==> src/rtl/tl_pkg.sv <==
// ==========================================================
// TileLink-UL field widths, opcodes and channel field types
// Shared by the bus interface, the switch and every slave
// ==========================================================
`default_nettype none

package tl_pkg;

    // ==========================================================
    // Widths
    // ==========================================================
    localparam int XLEN       = 32;        // Address and data width
    localparam int SID_WIDTH  = 8;         // Source ID width
    localparam int MASK_WIDTH = XLEN / 8;  // One bit per byte lane

    // ==========================================================
    // Opcodes
    // ==========================================================
    typedef enum logic [2:0] {
        PUT_FULL_DATA    = 3'd0,
        PUT_PARTIAL_DATA = 3'd1,
        GET              = 3'd4
    } tl_a_opcode_e;

    typedef enum logic [2:0] {
        ACCESS_ACK      = 3'd0,  // Response to a Put
        ACCESS_ACK_DATA = 3'd1   // Response to a Get
    } tl_d_opcode_e;

    // ==========================================================
    // Channel fields
    // ==========================================================
    typedef logic [2:0]            tl_size_t;    // log2 of bytes
    typedef logic [SID_WIDTH-1:0]  tl_source_t;
    typedef logic [XLEN-1:0]       tl_addr_t;
    typedef logic [XLEN-1:0]       tl_data_t;
    typedef logic [MASK_WIDTH-1:0] tl_mask_t;

endpackage

`default_nettype wire

==> src/rtl/soc_map_pkg.sv <==
// ==========================================================
// SoC address map: slave regions, memory depth, LED count
// Used by the switch decoder and by the slaves themselves
// ==========================================================
`default_nettype none

package soc_map_pkg;

    // Data memory region
    localparam tl_pkg::tl_addr_t MEM_BASE = 32'h0000_0000;
    localparam tl_pkg::tl_addr_t MEM_MASK = 32'h0000_FFFF;

    // LED output region
    localparam tl_pkg::tl_addr_t OUT_BASE = 32'h0002_0000;
    localparam tl_pkg::tl_addr_t OUT_MASK = 32'h0000_000F;

    // Word count of the data memory
    // Indexed by address bits 11:2, aliases every 4 KB
    localparam int MEM_WORDS = 1024;

    localparam int LED_COUNT = 6;  // Board LEDs

endpackage

`default_nettype wire

==> src/rtl/tl_ul_if.sv <==
// ==========================================================
// TileLink-UL A and D channel bundle between switch and slave
// Switch side takes the master modport, slave side the slave
// ==========================================================
`default_nettype none

interface tl_ul_if;
    import tl_pkg::*;

    // A channel, master to slave
    logic         a_valid;
    logic         a_ready;
    tl_a_opcode_e a_opcode;
    tl_size_t     a_param;
    tl_size_t     a_size;
    tl_source_t   a_source;
    tl_addr_t     a_address;
    tl_mask_t     a_mask;
    tl_data_t     a_data;

    // D channel, slave to master
    logic         d_valid;
    logic         d_ready;
    tl_d_opcode_e d_opcode;
    tl_size_t     d_param;  // Always zero
    tl_size_t     d_size;
    tl_source_t   d_source;
    tl_data_t     d_data;
    logic         d_denied;
    logic         d_corrupt;  // Always zero

    modport master (
        output a_valid, a_opcode, a_param, a_size, a_source, a_address, a_mask, a_data,
        input  a_ready,
        input  d_valid, d_opcode, d_param, d_size, d_source, d_data, d_denied, d_corrupt,
        output d_ready
    );

    modport slave (
        input  a_valid, a_opcode, a_param, a_size, a_source, a_address, a_mask, a_data,
        output a_ready,
        output d_valid, d_opcode, d_param, d_size, d_source, d_data, d_denied, d_corrupt,
        input  d_ready
    );

endinterface

`default_nettype wire

==> src/rtl/tl_ul_output.sv <==
// ==========================================================
// LED output register slave, one register at offset 0
// led_state is active high, the top level inverts it
// ==========================================================
`default_nettype none

module tl_ul_output (
    input  logic                            clk,
    input  logic                            rst,
    tl_ul_if.slave                          bus,
    output logic [soc_map_pkg::LED_COUNT-1:0] led_state
);
    import tl_pkg::*;
    import soc_map_pkg::*;

    logic [LED_COUNT-1:0] led_q;
    logic                 reg_hit;
    logic                 a_fire;
    logic                 d_fire;
    logic                 is_put;
    logic                 rsp_valid;
    tl_d_opcode_e         rsp_opcode;
    tl_size_t             rsp_size;
    tl_source_t           rsp_source;
    tl_data_t             rsp_data;
    logic                 rsp_denied;

    // Word offset 0 inside the region, any byte lane
    assign reg_hit = (bus.a_address & OUT_MASK & ~tl_addr_t'(MASK_WIDTH - 1)) == '0;
    assign a_fire  = bus.a_valid && !rsp_valid;
    assign d_fire  = rsp_valid && bus.d_ready;
    assign is_put  = (bus.a_opcode == PUT_FULL_DATA) || (bus.a_opcode == PUT_PARTIAL_DATA);

    always_ff @(posedge clk) begin
        if (rst) begin
            rsp_valid <= 1'b0;
            led_q     <= '0;  // All LEDs dark
        end else begin
            if (a_fire) begin
                rsp_valid <= 1'b1;
            end else if (d_fire) begin
                rsp_valid <= 1'b0;
            end
            if (a_fire && is_put && reg_hit && bus.a_mask[0]) begin
                led_q <= bus.a_data[LED_COUNT-1:0];
            end
        end
    end

    always_ff @(posedge clk) begin
        if (a_fire) begin
            rsp_size   <= bus.a_size;
            rsp_source <= bus.a_source;
            rsp_opcode <= (bus.a_opcode == GET) ? ACCESS_ACK_DATA : ACCESS_ACK;
            rsp_data   <= (bus.a_opcode == GET && reg_hit) ? tl_data_t'(led_q) : '0;
            rsp_denied <= !reg_hit || !(is_put || bus.a_opcode == GET);
        end
    end

    assign bus.a_ready   = !rsp_valid;
    assign bus.d_valid   = rsp_valid;
    assign bus.d_opcode  = rsp_opcode;
    assign bus.d_param   = '0;
    assign bus.d_size    = rsp_size;
    assign bus.d_source  = rsp_source;
    assign bus.d_data    = rsp_data;
    assign bus.d_denied  = rsp_denied;
    assign bus.d_corrupt = 1'b0;

    assign led_state = led_q;

endmodule

`default_nettype wire

==> src/flat_wrapper.sv <==
// flat-port wrapper written by rule: the top's interface ports become plain ports
module tl_ul_output_flat import tl_pkg::*; import soc_map_pkg::*;
  (clk, rst, led_state, bus_a_valid, bus_a_opcode, bus_a_param, bus_a_size, bus_a_source, bus_a_address, bus_a_mask, bus_a_data, bus_a_ready, bus_d_valid, bus_d_opcode, bus_d_param, bus_d_size, bus_d_source, bus_d_data, bus_d_denied, bus_d_corrupt, bus_d_ready);
  tl_ul_if bus_i ();
  input  logic clk;
  input  logic rst;
  output logic [soc_map_pkg::LED_COUNT-1:0] led_state;
  input wire logic [$bits(bus_i.a_valid)-1:0] bus_a_valid;
  input wire logic [$bits(bus_i.a_opcode)-1:0] bus_a_opcode;
  input wire logic [$bits(bus_i.a_param)-1:0] bus_a_param;
  input wire logic [$bits(bus_i.a_size)-1:0] bus_a_size;
  input wire logic [$bits(bus_i.a_source)-1:0] bus_a_source;
  input wire logic [$bits(bus_i.a_address)-1:0] bus_a_address;
  input wire logic [$bits(bus_i.a_mask)-1:0] bus_a_mask;
  input wire logic [$bits(bus_i.a_data)-1:0] bus_a_data;
  output wire logic [$bits(bus_i.a_ready)-1:0] bus_a_ready;
  output wire logic [$bits(bus_i.d_valid)-1:0] bus_d_valid;
  output wire logic [$bits(bus_i.d_opcode)-1:0] bus_d_opcode;
  output wire logic [$bits(bus_i.d_param)-1:0] bus_d_param;
  output wire logic [$bits(bus_i.d_size)-1:0] bus_d_size;
  output wire logic [$bits(bus_i.d_source)-1:0] bus_d_source;
  output wire logic [$bits(bus_i.d_data)-1:0] bus_d_data;
  output wire logic [$bits(bus_i.d_denied)-1:0] bus_d_denied;
  output wire logic [$bits(bus_i.d_corrupt)-1:0] bus_d_corrupt;
  input wire logic [$bits(bus_i.d_ready)-1:0] bus_d_ready;
  assign bus_i.a_valid = bus_a_valid;
  assign bus_i.a_opcode = bus_a_opcode;
  assign bus_i.a_param = bus_a_param;
  assign bus_i.a_size = bus_a_size;
  assign bus_i.a_source = bus_a_source;
  assign bus_i.a_address = bus_a_address;
  assign bus_i.a_mask = bus_a_mask;
  assign bus_i.a_data = bus_a_data;
  assign bus_a_ready = bus_i.a_ready;
  assign bus_d_valid = bus_i.d_valid;
  assign bus_d_opcode = bus_i.d_opcode;
  assign bus_d_param = bus_i.d_param;
  assign bus_d_size = bus_i.d_size;
  assign bus_d_source = bus_i.d_source;
  assign bus_d_data = bus_i.d_data;
  assign bus_d_denied = bus_i.d_denied;
  assign bus_d_corrupt = bus_i.d_corrupt;
  assign bus_i.d_ready = bus_d_ready;
  tl_ul_output u_core (.clk(clk), .rst(rst), .bus(bus_i), .led_state(led_state));
endmodule
==> config.mk <==
export PLATFORM = sky130hd
export DESIGN_NAME = tl_ul_output_flat
export DESIGN_NICKNAME = d
export VERILOG_FILES = /design/src/rtl/tl_pkg.sv /design/src/rtl/soc_map_pkg.sv /design/src/rtl/tl_ul_if.sv /design/src/rtl/tl_ul_output.sv /design/src/flat_wrapper.sv
export SDC_FILE = /design/constraint.sdc
export NUM_CORES = 1
export LEC_CHECK = 0
export CAP_MARGIN = 25
export CORE_UTILIZATION = 25
export CTS_CLUSTER_DIAMETER = 120
export DETAILED_ROUTE_END_ITERATION = 16
export DONT_BUFFER_PORTS = 1
export PLACE_DENSITY = 0.47
export SYNTH_ARGS = -nofsm -noshare
export SYNTH_HDL_FRONTEND = slang
export SYNTH_SLANG_ARGS = --single-unit
==> constraint.sdc <==
create_clock -name clk -period 2.7 [get_ports clk]
set_input_delay 0.54 -clock clk [delete_from_list [all_inputs] [get_ports clk]]
set_output_delay 0.54 -clock clk [all_outputs]
set_load 0.01 [all_outputs]
# After elaboration in Yosys (flattened, before gate mapping)
# Cells that the tools add are included.
[totals]
reg_bits = 54
inputBits = 89
out_inout_bits = 59
word_cells = 28
[classes]
n_eq_ne = 2
n_mux = 3
reduce_logical = 15
[op_table]
columns = ["op", "count"]
rows = [
  ["$logic_not 32->1", 1],
  ["$logic_and 1x1->1", 6],
  ["$eq 3x1->1 const B", 1],
  ["$eq 3x3->1 const B", 1],
  ["$logic_not 1->1", 3],
  ["$logic_not 3->1", 1],
  ["$logic_or 1x1->1", 3],
  ["$mux 1", 3],
  ["$reduce_bool 2->1", 1],
]

# Longest topological paths before layout
[logic_depth]
word_depth = 5
ltp_mapped = 4
mapped_depth_nobuf = 3

# Least setup slack after synthesis
# OpenSTA, ideal clock, no wires.
[synth_path]
kind = "input to register"
from = "input port bus_a_valid"
to = "register u_core.led_q[0], in the netlist u_core.led_state[0]"
setup_ns = 0.072
arrival_ns = 2.047
required_time_ns = 2.628
slack_ns = 0.581
path_stages = 4
path_buffers = 1
path_cell_list = "nor2b_1 and3_1 buf_6 mux2i_1"
[synth_via]
elab_chain_len = 4
[synth_rtl]
columns = ["item", "line_no", "source"]
rows = [
  ["start: declaration", "flat_wrapper.sv:8", "input wire logic [$bits(bus_i.a_valid)-1:0] bus_a_valid;"],
  ["$logic_and 1x1->1", "tl_ul_output.sv:30", "assign a_fire = bus.a_valid && !rsp_valid;"],
  ["$logic_and 1x1->1 (3 in series)", "tl_ul_output.sv:44", "if (a_fire && is_put && reg_hit && bus.a_mask[0]) begin"],
  ["end signal: assignment", "tl_ul_output.sv:45", "led_q <= bus.a_data[LED_COUNT-1:0];"],
  ["end: declaration", "tl_ul_output.sv:16", "logic [LED_COUNT-1:0] led_q;"],
]
# Every way passes these cells.
# A chain may end at the register's enable or synchronous reset.

# Final worst setup path
[layout_path]
from = "register u_core.rsp_valid, in the netlist u_core.bus.d_valid"
to = "register u_core.led_q[2], in the netlist u_core.led_state[2]"
[layout_via]
elab_chain_len = 5
[layout_rtl]
columns = ["item", "line_no", "source"]
rows = [
  ["start: declaration", "tl_ul_output.sv:21", "logic rsp_valid;"],
  ["start signal: assignment", "tl_ul_output.sv:36", "rsp_valid <= 1'b0;"],
  ["start signal: assignment", "tl_ul_output.sv:40", "rsp_valid <= 1'b1;"],
  ["start signal: assignment", "tl_ul_output.sv:42", "rsp_valid <= 1'b0;"],
  ["$logic_not 1->1", "tl_ul_output.sv:30", ""],
  ["$logic_and 1x1->1", "tl_ul_output.sv:30", ""],
  ["named net u_core.a_fire", "tl_ul_output.sv:18", "logic a_fire;"],
  ["$logic_and 1x1->1 (3 in series)", "tl_ul_output.sv:44", ""],
]
# The timed path passes the listed nets, and every way through them passes these cells.

==> reports/metrics.csv <==
metric,value,unit
run status,"complete, no violations",
clock latency reported for the late side of the worst-skew pair,0.25,ns
CP max-delay cell,and3_1,
synth top area cells,"edfxtp_1, buf_4, dfxtp_1",
share of synthesized registers carrying an async set or reset,0,%
Ys Warns,0,
H-tree levels,1,
setup TNS,0,ns
"Setup violations, final",0,
share of the synthesized area in the top cell type,47.1,%
number of flops mapped to enable cells by yosys,19,
PostCTS Resize Cnt,0,
hold depth,1,
Final nets,186,
dominant cell type by area after synthesis,edfxtp_1,
n_diodes,0,
Core ar.,4500,µm²
fmax,0.673,GHz
Initial Util,26.9,%
max layer used,met4,
"Cell Area, Placed",1150,µm²
largest net degree at the start of global routing,21,
CTS Hold Buffers Added,0,
vias in the first global route,455,
cell area after synthesis,1210,µm²
"delay-heaviest family, CP",simple AND/OR/NAND/NOR gates,
TritonCTS clock tree,done,
"CTS clk-pin slew, worst paths",0.08,ns
Hold Crit Class,input pin to register,
DRT Pass-1 Iters,2,
Worst Reg2Reg Path Length in Cells,4,
metal3 WL,338,µm
drc violations,0,
Worst Path Buf+Inv,1,
ys flop type,edfxtp_1,
die height,71.6,µm
total I/O pin count,148,
Max-Cap Viols,0,
"Slew Viols, Final",0,
crit path cell chain,"nor2b_2, buf_4, and3_1, mux2i_1",
DR WL/cell,11.5,µm
die area,5130,µm²
Final Hold Violating Endpoints,0,
Critical Path Stages,4,
FILL cells,470,
Post-DP HPWL,1390,µm
antenna violations before repair,0,
setup repair after global routing missed its margin,no,
"Arr. time, crit path",1.67,ns
Cells after Synth,94,
WL met2,720,µm
Iter 0 DRT Violations,21,
via density per instance,3.72,
global route total overflow,0,
Worst Setup End Kind,register,
met1 wire length,620,µm
final instance area,1190,µm²
Inserted Clock Buffers,3,
CTS sink count,26,
Detailed Route WL,1700,µm
syn_area_per_cell,12.9,µm²
All-Layer GR Usage,6.08,%
CTS root buf,clkbuf_8,
final worst-path cycle share,55.1,%
Seq cells post-synth,26,
via count,551,
worst-path maximum fanout,20,
final std cells w/o fill,148,
Commonest cells post-synth,"buf_4, edfxtp_1, nand2b_1",
Worst Setup Start Kind,register,
Port Buffers,0,
most common cell in the netlist,buf_4,
Post-CTS Repair Setup Buffers,0,
placed cell count,144,
first-pass GRT wire length,2330,µm
Clock Skews,0.00263,ns
pwr dens,598,nW/µm²
critical path's largest stage delay,0.43,ns
RePlAce Congestion,0.623,
share of cells above drive strength 1,8.33,%
Leak,0.445,nW
Crit Path Category,register to register,
post-synth cell types,16,
Worst EP required,2.89,ns
Tmin final,1.49,ns
"Seq/Total Area, Yosys",58.7,%
Die X-Extent,71.6,µm
area growth from synthesis to layout,-1.55,%
Antenna Violating Nets Remaining,0,
Max clock buf depth,2,
Rows,24,
Max IR drop VDD,151,µV
==> report_power, final <==
part	switching, W	internal [W]
clock	0.000102	0.000105
sequential	0.0000161	0.000449
combinational	0.0000319	0.00000897
total	0.000150	0.000563
==> metal layers <==
metal  up-vias  global-route usage, %
li1        250                      -
met4         0                   3.27
met1       234                   6.46
met3         2                   4.92
met5         -                      0
met2        65                   8.49
==> worst paths after layout <==
path,from,endpoint,slack [ns]
worst min register to register,u_core.led_state[0],u_core.led_state[0],0.55
worst min-delay path,rst,u_core.bus.d_valid,0.35
worst max-delay path,u_core.bus.d_valid,u_core.led_state[2],1.21
worst max register to register,u_core.bus.d_valid,u_core.led_state[2],1.21
==> layout make-up <==
type,instances,area [µm²],share of cell area [%]
clock buffer,4,45.0,3.78
timing repair buffer,1,7.51,0.630
inverter,1,3.75,0.315
tap,52,65.1,5.46
sequential,26,711,59.6
multi-input combinational,64,360,30.2
==> placed cells by master (no fill, tap or decap), types with 2 or more instances in the layout <==
cell	n
and2_1	6
clkbuf_8	3
conb_1	32
dfxtp_1	7
edfxtp_1	19
mux2i_1	6
nand2b_1	12
nor2_1	2
nor3b_2	2
==> logic make-up (layout without fill, tap and decap cells) <==
kind of cell | after synthesis | after routing | share of synthesized area (%)
compound gates | 1 | 1 | 0.620
mux | 6 | 6 | 4.96
other cells | 1 | 32 | 0.310
simple gates | 25 | 25 | 14.1
buf+inv | 35 | 6 | 21.4
flops | 26 | 26 | 58.7
==> sequential cells by signal (all words and copies together) (netlist names) <==
register / count
u_core.bus.d_valid: 1
u_core.bus.d_opcode: 1
u_core.bus.d_size: 3
u_core.bus.d_denied: 1
u_core.led_state: 6
u_core.bus.d_source: 8
u_core.bus.d_data: 6
==> per-stage QoR <==
stage	hold WS, ns	worst slack [ns]	util, %	power, W
final	0.354	1.21	26.5	0.000713
after global placement	0.530	1.08	25.5	0.000515
after floorplan	0.500	0.581	-	0.000544
after global routing	0.354	1.08	26.5	0.000739
after CTS	0.343	1.17	26.5	0.000724
after detailed placement	0.545	1.04	25.5	0.000515
Note: power is estimated with default switching activity, not from simulation.
