--- src/rtl/tl_pkg.sv ---
// ==========================================================
// TileLink-UL field widths, opcodes and channel field types
// Shared by the bus interface, the switch and every slave
// ==========================================================
`default_nettype none

package tl_pkg;

    // ==========================================================
    // Widths
    // ==========================================================
    localparam int XLEN       = 32;        // Address and data width
    localparam int SID_WIDTH  = 8;         // Source ID width
    localparam int MASK_WIDTH = XLEN / 8;  // One bit per byte lane

    // ==========================================================
    // Opcodes
    // ==========================================================
    typedef enum logic [2:0] {
        PUT_FULL_DATA    = 3'd0,
        PUT_PARTIAL_DATA = 3'd1,
        GET              = 3'd4
    } tl_a_opcode_e;

    typedef enum logic [2:0] {
        ACCESS_ACK      = 3'd0,  // Response to a Put
        ACCESS_ACK_DATA = 3'd1   // Response to a Get
    } tl_d_opcode_e;

    // ==========================================================
    // Channel fields
    // ==========================================================
    typedef logic [2:0]            tl_size_t;    // log2 of bytes
    typedef logic [SID_WIDTH-1:0]  tl_source_t;
    typedef logic [XLEN-1:0]       tl_addr_t;
    typedef logic [XLEN-1:0]       tl_data_t;
    typedef logic [MASK_WIDTH-1:0] tl_mask_t;

endpackage

`default_nettype wire

--- src/rtl/soc_map_pkg.sv ---
// ==========================================================
// SoC address map: slave regions, memory depth, LED count
// Used by the switch decoder and by the slaves themselves
// ==========================================================
`default_nettype none

package soc_map_pkg;

    // Data memory region
    localparam tl_pkg::tl_addr_t MEM_BASE = 32'h0000_0000;
    localparam tl_pkg::tl_addr_t MEM_MASK = 32'h0000_FFFF;

    // LED output region
    localparam tl_pkg::tl_addr_t OUT_BASE = 32'h0002_0000;
    localparam tl_pkg::tl_addr_t OUT_MASK = 32'h0000_000F;

    // Word count of the data memory
    // Indexed by address bits 11:2, aliases every 4 KB
    localparam int MEM_WORDS = 1024;

    localparam int LED_COUNT = 6;  // Board LEDs

endpackage

`default_nettype wire

--- src/rtl/tl_ul_if.sv ---
// ==========================================================
// TileLink-UL A and D channel bundle between switch and slave
// Switch side takes the master modport, slave side the slave
// ==========================================================
`default_nettype none

interface tl_ul_if;
    import tl_pkg::*;

    // A channel, master to slave
    logic         a_valid;
    logic         a_ready;
    tl_a_opcode_e a_opcode;
    tl_size_t     a_param;
    tl_size_t     a_size;
    tl_source_t   a_source;
    tl_addr_t     a_address;
    tl_mask_t     a_mask;
    tl_data_t     a_data;

    // D channel, slave to master
    logic         d_valid;
    logic         d_ready;
    tl_d_opcode_e d_opcode;
    tl_size_t     d_param;  // Always zero
    tl_size_t     d_size;
    tl_source_t   d_source;
    tl_data_t     d_data;
    logic         d_denied;
    logic         d_corrupt;  // Always zero

    modport master (
        output a_valid, a_opcode, a_param, a_size, a_source, a_address, a_mask, a_data,
        input  a_ready,
        input  d_valid, d_opcode, d_param, d_size, d_source, d_data, d_denied, d_corrupt,
        output d_ready
    );

    modport slave (
        input  a_valid, a_opcode, a_param, a_size, a_source, a_address, a_mask, a_data,
        output a_ready,
        output d_valid, d_opcode, d_param, d_size, d_source, d_data, d_denied, d_corrupt,
        input  d_ready
    );

endinterface

`default_nettype wire

--- src/rtl/tl_switch.sv ---
// ==========================================================
// Address decoder and router for one master and two slaves
// Single outstanding request, answers unmapped accesses itself
// ==========================================================
`default_nettype none

module tl_switch (
    input  logic                  clk,
    input  logic                  rst,
    input  logic                  a_valid,
    output logic                  a_ready,
    input  tl_pkg::tl_a_opcode_e  a_opcode,
    input  tl_pkg::tl_size_t      a_param,
    input  tl_pkg::tl_size_t      a_size,
    input  tl_pkg::tl_source_t    a_source,
    input  tl_pkg::tl_addr_t      a_address,
    input  tl_pkg::tl_mask_t      a_mask,
    input  tl_pkg::tl_data_t      a_data,
    output logic                  d_valid,
    input  logic                  d_ready,
    output tl_pkg::tl_d_opcode_e  d_opcode,
    output tl_pkg::tl_size_t      d_param,
    output tl_pkg::tl_size_t      d_size,
    output tl_pkg::tl_source_t    d_source,
    output tl_pkg::tl_data_t      d_data,
    output logic                  d_denied,
    output logic                  d_corrupt,
    tl_ul_if.master               mem,
    tl_ul_if.master               out
);
    import tl_pkg::*;
    import soc_map_pkg::*;

    typedef enum logic [1:0] {TGT_IDLE, TGT_MEM, TGT_OUT, TGT_DENY} target_e;

    target_e      tgt_q;      // Owner of the outstanding request
    logic         hit_mem;
    logic         hit_out;
    logic         idle;
    logic         sel_ready;
    logic         a_fire;
    logic         d_fire;
    tl_d_opcode_e den_opcode;
    tl_size_t     den_size;
    tl_source_t   den_source;

    // ==========================================================
    // Decode and A channel routing
    // ==========================================================
    assign hit_mem = (a_address & ~MEM_MASK) == MEM_BASE;
    assign hit_out = (a_address & ~OUT_MASK) == OUT_BASE;
    assign idle    = (tgt_q == TGT_IDLE);

    always_comb begin
        if (hit_mem)      sel_ready = mem.a_ready;
        else if (hit_out) sel_ready = out.a_ready;
        else              sel_ready = 1'b1;  // Denied responder always free
    end

    assign a_ready = idle && sel_ready;
    assign a_fire  = a_valid && a_ready;
    assign d_fire  = d_valid && d_ready;

    assign mem.a_valid   = a_valid && idle && hit_mem;
    assign mem.a_opcode  = a_opcode;
    assign mem.a_param   = a_param;
    assign mem.a_size    = a_size;
    assign mem.a_source  = a_source;
    assign mem.a_address = a_address;
    assign mem.a_mask    = a_mask;
    assign mem.a_data    = a_data;
    assign mem.d_ready   = d_ready && (tgt_q == TGT_MEM);

    assign out.a_valid   = a_valid && idle && hit_out;
    assign out.a_opcode  = a_opcode;
    assign out.a_param   = a_param;
    assign out.a_size    = a_size;
    assign out.a_source  = a_source;
    assign out.a_address = a_address;
    assign out.a_mask    = a_mask;
    assign out.a_data    = a_data;
    assign out.d_ready   = d_ready && (tgt_q == TGT_OUT);

    // Held from A acceptance until the D beat completes
    always_ff @(posedge clk) begin
        if (rst) begin
            tgt_q <= TGT_IDLE;
        end else if (a_fire) begin
            tgt_q <= hit_mem ? TGT_MEM : (hit_out ? TGT_OUT : TGT_DENY);
        end else if (d_fire) begin
            tgt_q <= TGT_IDLE;
        end
    end

    // Echo fields for the denied response
    always_ff @(posedge clk) begin
        if (a_fire) begin
            den_opcode <= (a_opcode == GET) ? ACCESS_ACK_DATA : ACCESS_ACK;
            den_size   <= a_size;
            den_source <= a_source;
        end
    end

    // ==========================================================
    // D channel return mux
    // ==========================================================
    always_comb begin
        d_valid   = 1'b0;
        d_opcode  = den_opcode;
        d_param   = '0;
        d_size    = den_size;
        d_source  = den_source;
        d_data    = '0;
        d_denied  = 1'b0;
        d_corrupt = 1'b0;
        case (tgt_q)
            TGT_MEM: begin
                d_valid   = mem.d_valid;
                d_opcode  = mem.d_opcode;
                d_param   = mem.d_param;
                d_size    = mem.d_size;
                d_source  = mem.d_source;
                d_data    = mem.d_data;
                d_denied  = mem.d_denied;
                d_corrupt = mem.d_corrupt;
            end
            TGT_OUT: begin
                d_valid   = out.d_valid;
                d_opcode  = out.d_opcode;
                d_param   = out.d_param;
                d_size    = out.d_size;
                d_source  = out.d_source;
                d_data    = out.d_data;
                d_denied  = out.d_denied;
                d_corrupt = out.d_corrupt;
            end
            TGT_DENY: begin
                d_valid  = 1'b1;  // One cycle after acceptance
                d_denied = 1'b1;
            end
            default: ;
        endcase
    end

endmodule

`default_nettype wire

--- src/flat_wrapper.sv ---
// flat-port wrapper written by rule: the top's interface ports become plain ports
module tl_switch_flat import tl_pkg::*; import soc_map_pkg::*;
  (clk, rst, a_valid, a_ready, a_opcode, a_param, a_size, a_source, a_address, a_mask, a_data, d_valid, d_ready, d_opcode, d_param, d_size, d_source, d_data, d_denied, d_corrupt, mem_a_valid, mem_a_opcode, mem_a_param, mem_a_size, mem_a_source, mem_a_address, mem_a_mask, mem_a_data, mem_a_ready, mem_d_valid, mem_d_opcode, mem_d_param, mem_d_size, mem_d_source, mem_d_data, mem_d_denied, mem_d_corrupt, mem_d_ready, out_a_valid, out_a_opcode, out_a_param, out_a_size, out_a_source, out_a_address, out_a_mask, out_a_data, out_a_ready, out_d_valid, out_d_opcode, out_d_param, out_d_size, out_d_source, out_d_data, out_d_denied, out_d_corrupt, out_d_ready);
  tl_ul_if mem_i ();
  tl_ul_if out_i ();
  input  logic clk;
  input  logic rst;
  input  logic a_valid;
  output logic a_ready;
  input  tl_pkg::tl_a_opcode_e a_opcode;
  input  tl_pkg::tl_size_t a_param;
  input  tl_pkg::tl_size_t a_size;
  input  tl_pkg::tl_source_t a_source;
  input  tl_pkg::tl_addr_t a_address;
  input  tl_pkg::tl_mask_t a_mask;
  input  tl_pkg::tl_data_t a_data;
  output logic d_valid;
  input  logic d_ready;
  output tl_pkg::tl_d_opcode_e d_opcode;
  output tl_pkg::tl_size_t d_param;
  output tl_pkg::tl_size_t d_size;
  output tl_pkg::tl_source_t d_source;
  output tl_pkg::tl_data_t d_data;
  output logic d_denied;
  output logic d_corrupt;
  output wire logic [$bits(mem_i.a_valid)-1:0] mem_a_valid;
  output wire logic [$bits(mem_i.a_opcode)-1:0] mem_a_opcode;
  output wire logic [$bits(mem_i.a_param)-1:0] mem_a_param;
  output wire logic [$bits(mem_i.a_size)-1:0] mem_a_size;
  output wire logic [$bits(mem_i.a_source)-1:0] mem_a_source;
  output wire logic [$bits(mem_i.a_address)-1:0] mem_a_address;
  output wire logic [$bits(mem_i.a_mask)-1:0] mem_a_mask;
  output wire logic [$bits(mem_i.a_data)-1:0] mem_a_data;
  input wire logic [$bits(mem_i.a_ready)-1:0] mem_a_ready;
  input wire logic [$bits(mem_i.d_valid)-1:0] mem_d_valid;
  input wire logic [$bits(mem_i.d_opcode)-1:0] mem_d_opcode;
  input wire logic [$bits(mem_i.d_param)-1:0] mem_d_param;
  input wire logic [$bits(mem_i.d_size)-1:0] mem_d_size;
  input wire logic [$bits(mem_i.d_source)-1:0] mem_d_source;
  input wire logic [$bits(mem_i.d_data)-1:0] mem_d_data;
  input wire logic [$bits(mem_i.d_denied)-1:0] mem_d_denied;
  input wire logic [$bits(mem_i.d_corrupt)-1:0] mem_d_corrupt;
  output wire logic [$bits(mem_i.d_ready)-1:0] mem_d_ready;
  output wire logic [$bits(out_i.a_valid)-1:0] out_a_valid;
  output wire logic [$bits(out_i.a_opcode)-1:0] out_a_opcode;
  output wire logic [$bits(out_i.a_param)-1:0] out_a_param;
  output wire logic [$bits(out_i.a_size)-1:0] out_a_size;
  output wire logic [$bits(out_i.a_source)-1:0] out_a_source;
  output wire logic [$bits(out_i.a_address)-1:0] out_a_address;
  output wire logic [$bits(out_i.a_mask)-1:0] out_a_mask;
  output wire logic [$bits(out_i.a_data)-1:0] out_a_data;
  input wire logic [$bits(out_i.a_ready)-1:0] out_a_ready;
  input wire logic [$bits(out_i.d_valid)-1:0] out_d_valid;
  input wire logic [$bits(out_i.d_opcode)-1:0] out_d_opcode;
  input wire logic [$bits(out_i.d_param)-1:0] out_d_param;
  input wire logic [$bits(out_i.d_size)-1:0] out_d_size;
  input wire logic [$bits(out_i.d_source)-1:0] out_d_source;
  input wire logic [$bits(out_i.d_data)-1:0] out_d_data;
  input wire logic [$bits(out_i.d_denied)-1:0] out_d_denied;
  input wire logic [$bits(out_i.d_corrupt)-1:0] out_d_corrupt;
  output wire logic [$bits(out_i.d_ready)-1:0] out_d_ready;
  assign mem_a_valid = mem_i.a_valid;
  assign mem_a_opcode = mem_i.a_opcode;
  assign mem_a_param = mem_i.a_param;
  assign mem_a_size = mem_i.a_size;
  assign mem_a_source = mem_i.a_source;
  assign mem_a_address = mem_i.a_address;
  assign mem_a_mask = mem_i.a_mask;
  assign mem_a_data = mem_i.a_data;
  assign mem_i.a_ready = mem_a_ready;
  assign mem_i.d_valid = mem_d_valid;
  assign mem_i.d_opcode = mem_d_opcode;
  assign mem_i.d_param = mem_d_param;
  assign mem_i.d_size = mem_d_size;
  assign mem_i.d_source = mem_d_source;
  assign mem_i.d_data = mem_d_data;
  assign mem_i.d_denied = mem_d_denied;
  assign mem_i.d_corrupt = mem_d_corrupt;
  assign mem_d_ready = mem_i.d_ready;
  assign out_a_valid = out_i.a_valid;
  assign out_a_opcode = out_i.a_opcode;
  assign out_a_param = out_i.a_param;
  assign out_a_size = out_i.a_size;
  assign out_a_source = out_i.a_source;
  assign out_a_address = out_i.a_address;
  assign out_a_mask = out_i.a_mask;
  assign out_a_data = out_i.a_data;
  assign out_i.a_ready = out_a_ready;
  assign out_i.d_valid = out_d_valid;
  assign out_i.d_opcode = out_d_opcode;
  assign out_i.d_param = out_d_param;
  assign out_i.d_size = out_d_size;
  assign out_i.d_source = out_d_source;
  assign out_i.d_data = out_d_data;
  assign out_i.d_denied = out_d_denied;
  assign out_i.d_corrupt = out_d_corrupt;
  assign out_d_ready = out_i.d_ready;
  tl_switch u_core (.clk(clk), .rst(rst), .a_valid(a_valid), .a_ready(a_ready), .a_opcode(a_opcode), .a_param(a_param), .a_size(a_size), .a_source(a_source), .a_address(a_address), .a_mask(a_mask), .a_data(a_data), .d_valid(d_valid), .d_ready(d_ready), .d_opcode(d_opcode), .d_param(d_param), .d_size(d_size), .d_source(d_source), .d_data(d_data), .d_denied(d_denied), .d_corrupt(d_corrupt), .mem(mem_i), .out(out_i));
endmodule
--- config.mk ---
export PLATFORM = sky130hd
export DESIGN_NAME = tl_switch_flat
export DESIGN_NICKNAME = d
export VERILOG_FILES = /design/src/rtl/tl_pkg.sv /design/src/rtl/soc_map_pkg.sv /design/src/rtl/tl_ul_if.sv /design/src/rtl/tl_switch.sv /design/src/flat_wrapper.sv
export SDC_FILE = /design/constraint.sdc
export NUM_CORES = 1
export LEC_CHECK = 0
export ABC_AREA = 1
export BUFFER_PORTS_ARGS = -buffer_cell sky130_fd_sc_hd__buf_2
export CORE_AREA = 2 2 163 165
export DETAILED_ROUTE_END_ITERATION = 8
export DIE_AREA = 0 0 165 167
export GPL_TIMING_DRIVEN = 0
export SLEW_MARGIN = 10
export SYNTH_ARGS = -nofsm -noshare
export SYNTH_HDL_FRONTEND = slang
export SYNTH_SLANG_ARGS = --single-unit
--- constraint.sdc ---
create_clock -name clk -period 1.8 [get_ports clk]
set_input_delay 0.09 -clock clk [delete_from_list [all_inputs] [get_ports clk]]
set_output_delay 0.09 -clock clk [all_outputs]
set_load 0.02 [all_outputs]
# After elaboration in Yosys (flattened, before gate mapping)
# Cells that the tools add are included.
[totals]
ff_bits = 16
in_bits = 195
output_inout_bits = 227
wordCells = 35
[op_classes]
eq_ne = 5
muxes = 15
reduce_logical = 11
[ops]
columns = ["operator", "count"]
rows = [
  ["$pmux 32 s2", 1],
  ["$logic_not 32->1", 1],
  ["$eq 28x14->1 const B", 1],
  ["$pmux 3 s2", 3],
  ["$pmux 8 s2", 1],
  ["$logic_and 1x1->1", 8],
  ["$mux 2", 3],
  ["$pmux 1 s3", 2],
  ["$eq 2x2->1 const B", 2],
  ["$mux 1", 4],
  ["$eq 3x3->1 const B", 1],
  ["$eq 2x1->1 const B", 1],
  ["$logic_not 2->1", 1],
  ["$pmux 1 s2", 1],
  ["$reduce_bool 2->1", 1],
]

# Logic depth before layout (Yosys ltp)
[logic_depth]
depth_word = 6
ltp_mapped = 10
ltp_nobuf = 9

# Worst setup path before layout
# No wires, ideal clock.
[synth_path]
path_kind = "register to output"
start = "register u_core.tgt_q[0]"
end = "output d_opcode[0]"
arrival_ns = 1.538
required_ns = 1.710
setup_slack_ns = 0.172
stages_incl_launch_ff = 7
path_buffers = 1
path_cell_list = "dfxtp_1 -> inv_1 -> ha_1 -> inv_2 -> clkbuf_1 -> a21oi_1 -> a21oi_1"
[synth_via]
elab_chain_cells = 2
word_cells_on_any_way = 3
classes_between = "eq/ne: 2; mux: 1"
[synth_lines]
columns = ["element", "line_no", "source"]
rows = [
  ["start: declaration", "tl_switch.sv:36", "target_e tgt_q;"],
  ["start signal: assignment", "tl_switch.sv:89", "tgt_q <= hit_mem ? TGT_MEM : (hit_out ? TGT_OUT : TGT_DENY);"],
  ["$eq 2x2->1 or $eq 2x1->1 (tied branches)", "tl_switch.sv:116", "case (tgt_q)"],
  ["$pmux 3 s2 (*)", "tl_switch.sv:116", ""],
  ["end: declaration", "flat_wrapper.sv:19", "output tl_pkg::tl_d_opcode_e d_opcode;"],
]
# Mark *: on every way between the ends. The rest lies on a longest branch, timed or not.

# Worst setup path in the final report
[layout_path]
start = "register u_core.tgt_q[0]"
end = "output d_size[1]"
[layout_via]
elab_chain_cells = 2
word_cells_on_any_way = 3
classes_between = "eq/ne: 2; mux: 1"
[layout_lines]
columns = ["element", "line_no", "source"]
rows = [
  ["$eq 2x2->1 or $eq 2x1->1 (tied branches)", "tl_switch.sv:116", ""],
  ["$pmux 3 s2 (*)", "tl_switch.sv:116", ""],
  ["end: declaration", "flat_wrapper.sv:21", "output tl_pkg::tl_size_t d_size;"],
]
# Marks and branches as above.

==> out/results.ini <==
[status]
status = complete, no violations

[place]
hpwlAfterDp_mm = 14.7
portBuffers = 378
post_dp_cell_area_um2 = 5200
place_congestion = 0.752

[grt]
grt_max_degree = 13
grt_antenna_before_repair = 4
grt_pass1_vias = 3811
grt_overflow = 0
grt_pass1_wl_mm = 22.1
grtUsageMet2_pct = 21.6
use_met1_pct = 12.1
top_usage_layer = met2
met3_usage_pct = 1.59
track_usage_pct = 10.9

[worst_setup_path]
r2r-end = u_core.den_opcode[0]$_DFFE_PP_
crit_required_ps = 1710
worstSetupEndpointType = output pin
worstReg2RegStart = u_core.tgt_q[0]$_SDFFE_PP0P_
critPathKind = flip-flop to output pin
reg2regPathDepth = 6
critPathMaxFanout = 10
rrSetupSlack_ps = 200
critPathArrivalTime_ps = 1660
slowest_stage = dfxtp_2
critPathLaunchType = flip-flop
slowest_delay_ps = 360
crit_chain = inv_2 -> ha_2 -> buf_12 -> clkbuf_16 -> a21oi_2 -> a21oi_1 -> buf_2

[worst_hold_path]
hold_depth = 1
hold_start = a_size[0]
hp-class = primary input to flip-flop
min_to = u_core.den_size[0]$_DFFE_PP_

[sta]
worst_slew_pin_slew_ps = 597
fin_skew_ps = 3.87
final_max_slew_viol_count = 0
max_freq_mhz = 572
fin_crit_sh_pct = 97.2
relSlewSlack_pct = 60.2
rsz0062_at_grt = true
setup_viol = 0
hold_viol_final = 0
layout_min_cycle_time_ps = 1750

[cells_and_area]
drive_gt1_share_pct = 71.4
design_area_um2 = 5620
final_nets = 1045
area_growth_pct = 94.5

[synthesis]
ys.flop_type = edfxtp_1
async_flop_share_pct = 0
yosysTopAreaCellShare_pct = 44.2
synth_commonest_cells = buf_4, nand2_1, a21oi_1
syn_area_um2 = 2890
ys_types = 19
synth_nets = 660
ys_ff_latch = 14
synthTopCellsByArea = buf_4, nand2_1, edfxtp_1
yosysSeqAreaShare_pct = 13.9
synth_top_area_cell = buf_4
synth_edf_count = 12
yosys_warnings = 0
postSynthAreaPerCell_um2 = 6.28
synth.most_common_cell = buf_4
synthCells = 460

[clock_tree]
cts.reportedPaths.clkPinSlew_ps = 50
cts.sinks = 14
cts_inserted_buffers = 3
clk-insertion-delay-late_ps = 250
cts-root-buf = clkbuf_16
cts_tree = built
clockBufferDepth = 2
h-tree-depth = 1

[detailed_routing]
wl_mm = 16.3
wire_per_inst_um = 13.8
vias_per_cell = 3.40
dr.pass1.iters = 4
dr.first_iter.drc_count = 79
detail-route-antenna-nets = 0
vias = 4019
drc_errors = 0

[flow_run]
cap_violations = 0

[power_and_ir_drop]
power_mw = 2.81
irDropWorstVdd_mv = 0.362
p_leak_nw = 3.18
p_per_area_nw_per_um2 = 501

[die]
core_region_area_um2 = 25800
start_util_pct = 11.2
dieArea_um2 = 27600
pin_count = 422
die_x_um = 165
std_cell_rows = 59
die_y_um = 167

==> cell type report <==
class,instances,area [µm²]
fill,2921,20100
timing repair buffer,380,1950
buffer,188,1520
multi-input combinational,228,1110
tap,335,419
sequential,14,403
inverter,30,120
clock buffer,3,75.1
antenna,2,5.00
clock inverter,1,3.75
==> worst max path at each step <==
stage | end | slack (ps) | cells after the start | from
after CTS | d_data[0] | 7 | 7 | u_core.tgt_q[0]$_SDFFE_PP0P_
after global routing | d_source[1] | -50 | 7 | u_core.tgt_q[1]$_SDFFE_PP0P_
after floorplan | d_opcode[0] | 170 | 6 | u_core.tgt_q[0]$_SDFFE_PP0P_
after global placement | d_size[1] | -390 | 7 | u_core.tgt_q[0]$_SDFFE_PP0P_
after detailed placement | d_data[28] | -400 | 7 | u_core.tgt_q[0]$_SDFFE_PP0P_
final | d_size[1] | 50 | 7 | u_core.tgt_q[0]$_SDFFE_PP0P_
==> cell usage in the layout (no fill, tap or decap), types with 3 or more instances in the layout <==
cell type,instances
ha_1,3
a21oi_2,15
nand3_1,4
a21oi_1,50
buf_4,191
nand2_1,108
inv_2,3
edfxtp_1,12
clkbuf_8,5
nand2_2,5
clkbuf_16,6
nor2_2,3
nor2_1,28
buf_2,361
inv_1,26
==> worst max-delay path, delay by kind of cell (launching register included) <==
| kind | cells | cell delay [ps] |
|---|---|---|
| adder cells (fa/ha/maj) | 1 | 190 |
| flip-flops | 1 | 360 |
| AO/OA/AOI/OAI | 2 | 300 |
| buffers and inverters | 4 | 550 |
==> metal layers <==
metal | vias up | part of all wire, %
li1 | 2031 | -
met1 | 1743 | 38
met2 | 234 | 55
met3 | 11 | 6.8
met4 | 0 | 0.66
met5 | - | 0
==> power by group <==
part	internal, mW	switching (mW)
logic	0.860	1.11
registers	0.386	0.0110
clock network	0.296	0.152
==> logic make-up after synthesis <==
group | count (synthesis) | share of synthesized area, %
fa+ha+maj | 5 | 2.17
simple gates | 157 | 21.8
buf+inv | 218 | 50.5
compound gates | 66 | 11.6
flops | 14 | 13.9
==> registers in the layout (all words and copies together) (netlist names) <==
signal             cells
u_core.tgt_q           2
u_core.den_source      8
u_core.den_opcode      1
u_core.den_size        3
==> per-stage QoR <==
step	utilization, %	setup TNS, ps	worst slack (ps)	cells	hold slack (ps)
3_3_place_gp	20.2	-9610	-391	1173	266
6_report	21.8	0	50.5	1181	41.6
2_1_floorplan	-	0	172	460	159
3_5_place_dp	20.2	-10750	-397	1173	268
5_1_grt	21.8	-298	-49.5	1180	41.3
4_1_cts	21.3	0	6.64	1178	34.9
==> repair_timing <==
| action | CTS | global route |
|---|---|---|
| hold buffers | 1 | 0 |
| hold endpoints to repair | 2 | 0 |
| pin swaps | 1 | 1 |
| cloned | 0 | 0 |
| resized for setup | 63 | 41 |
| setup endpoints to repair | 53 | 45 |
| buffers inserted | 0 | 1 |
No activity file was read; power rests on OpenSTA's default activity.
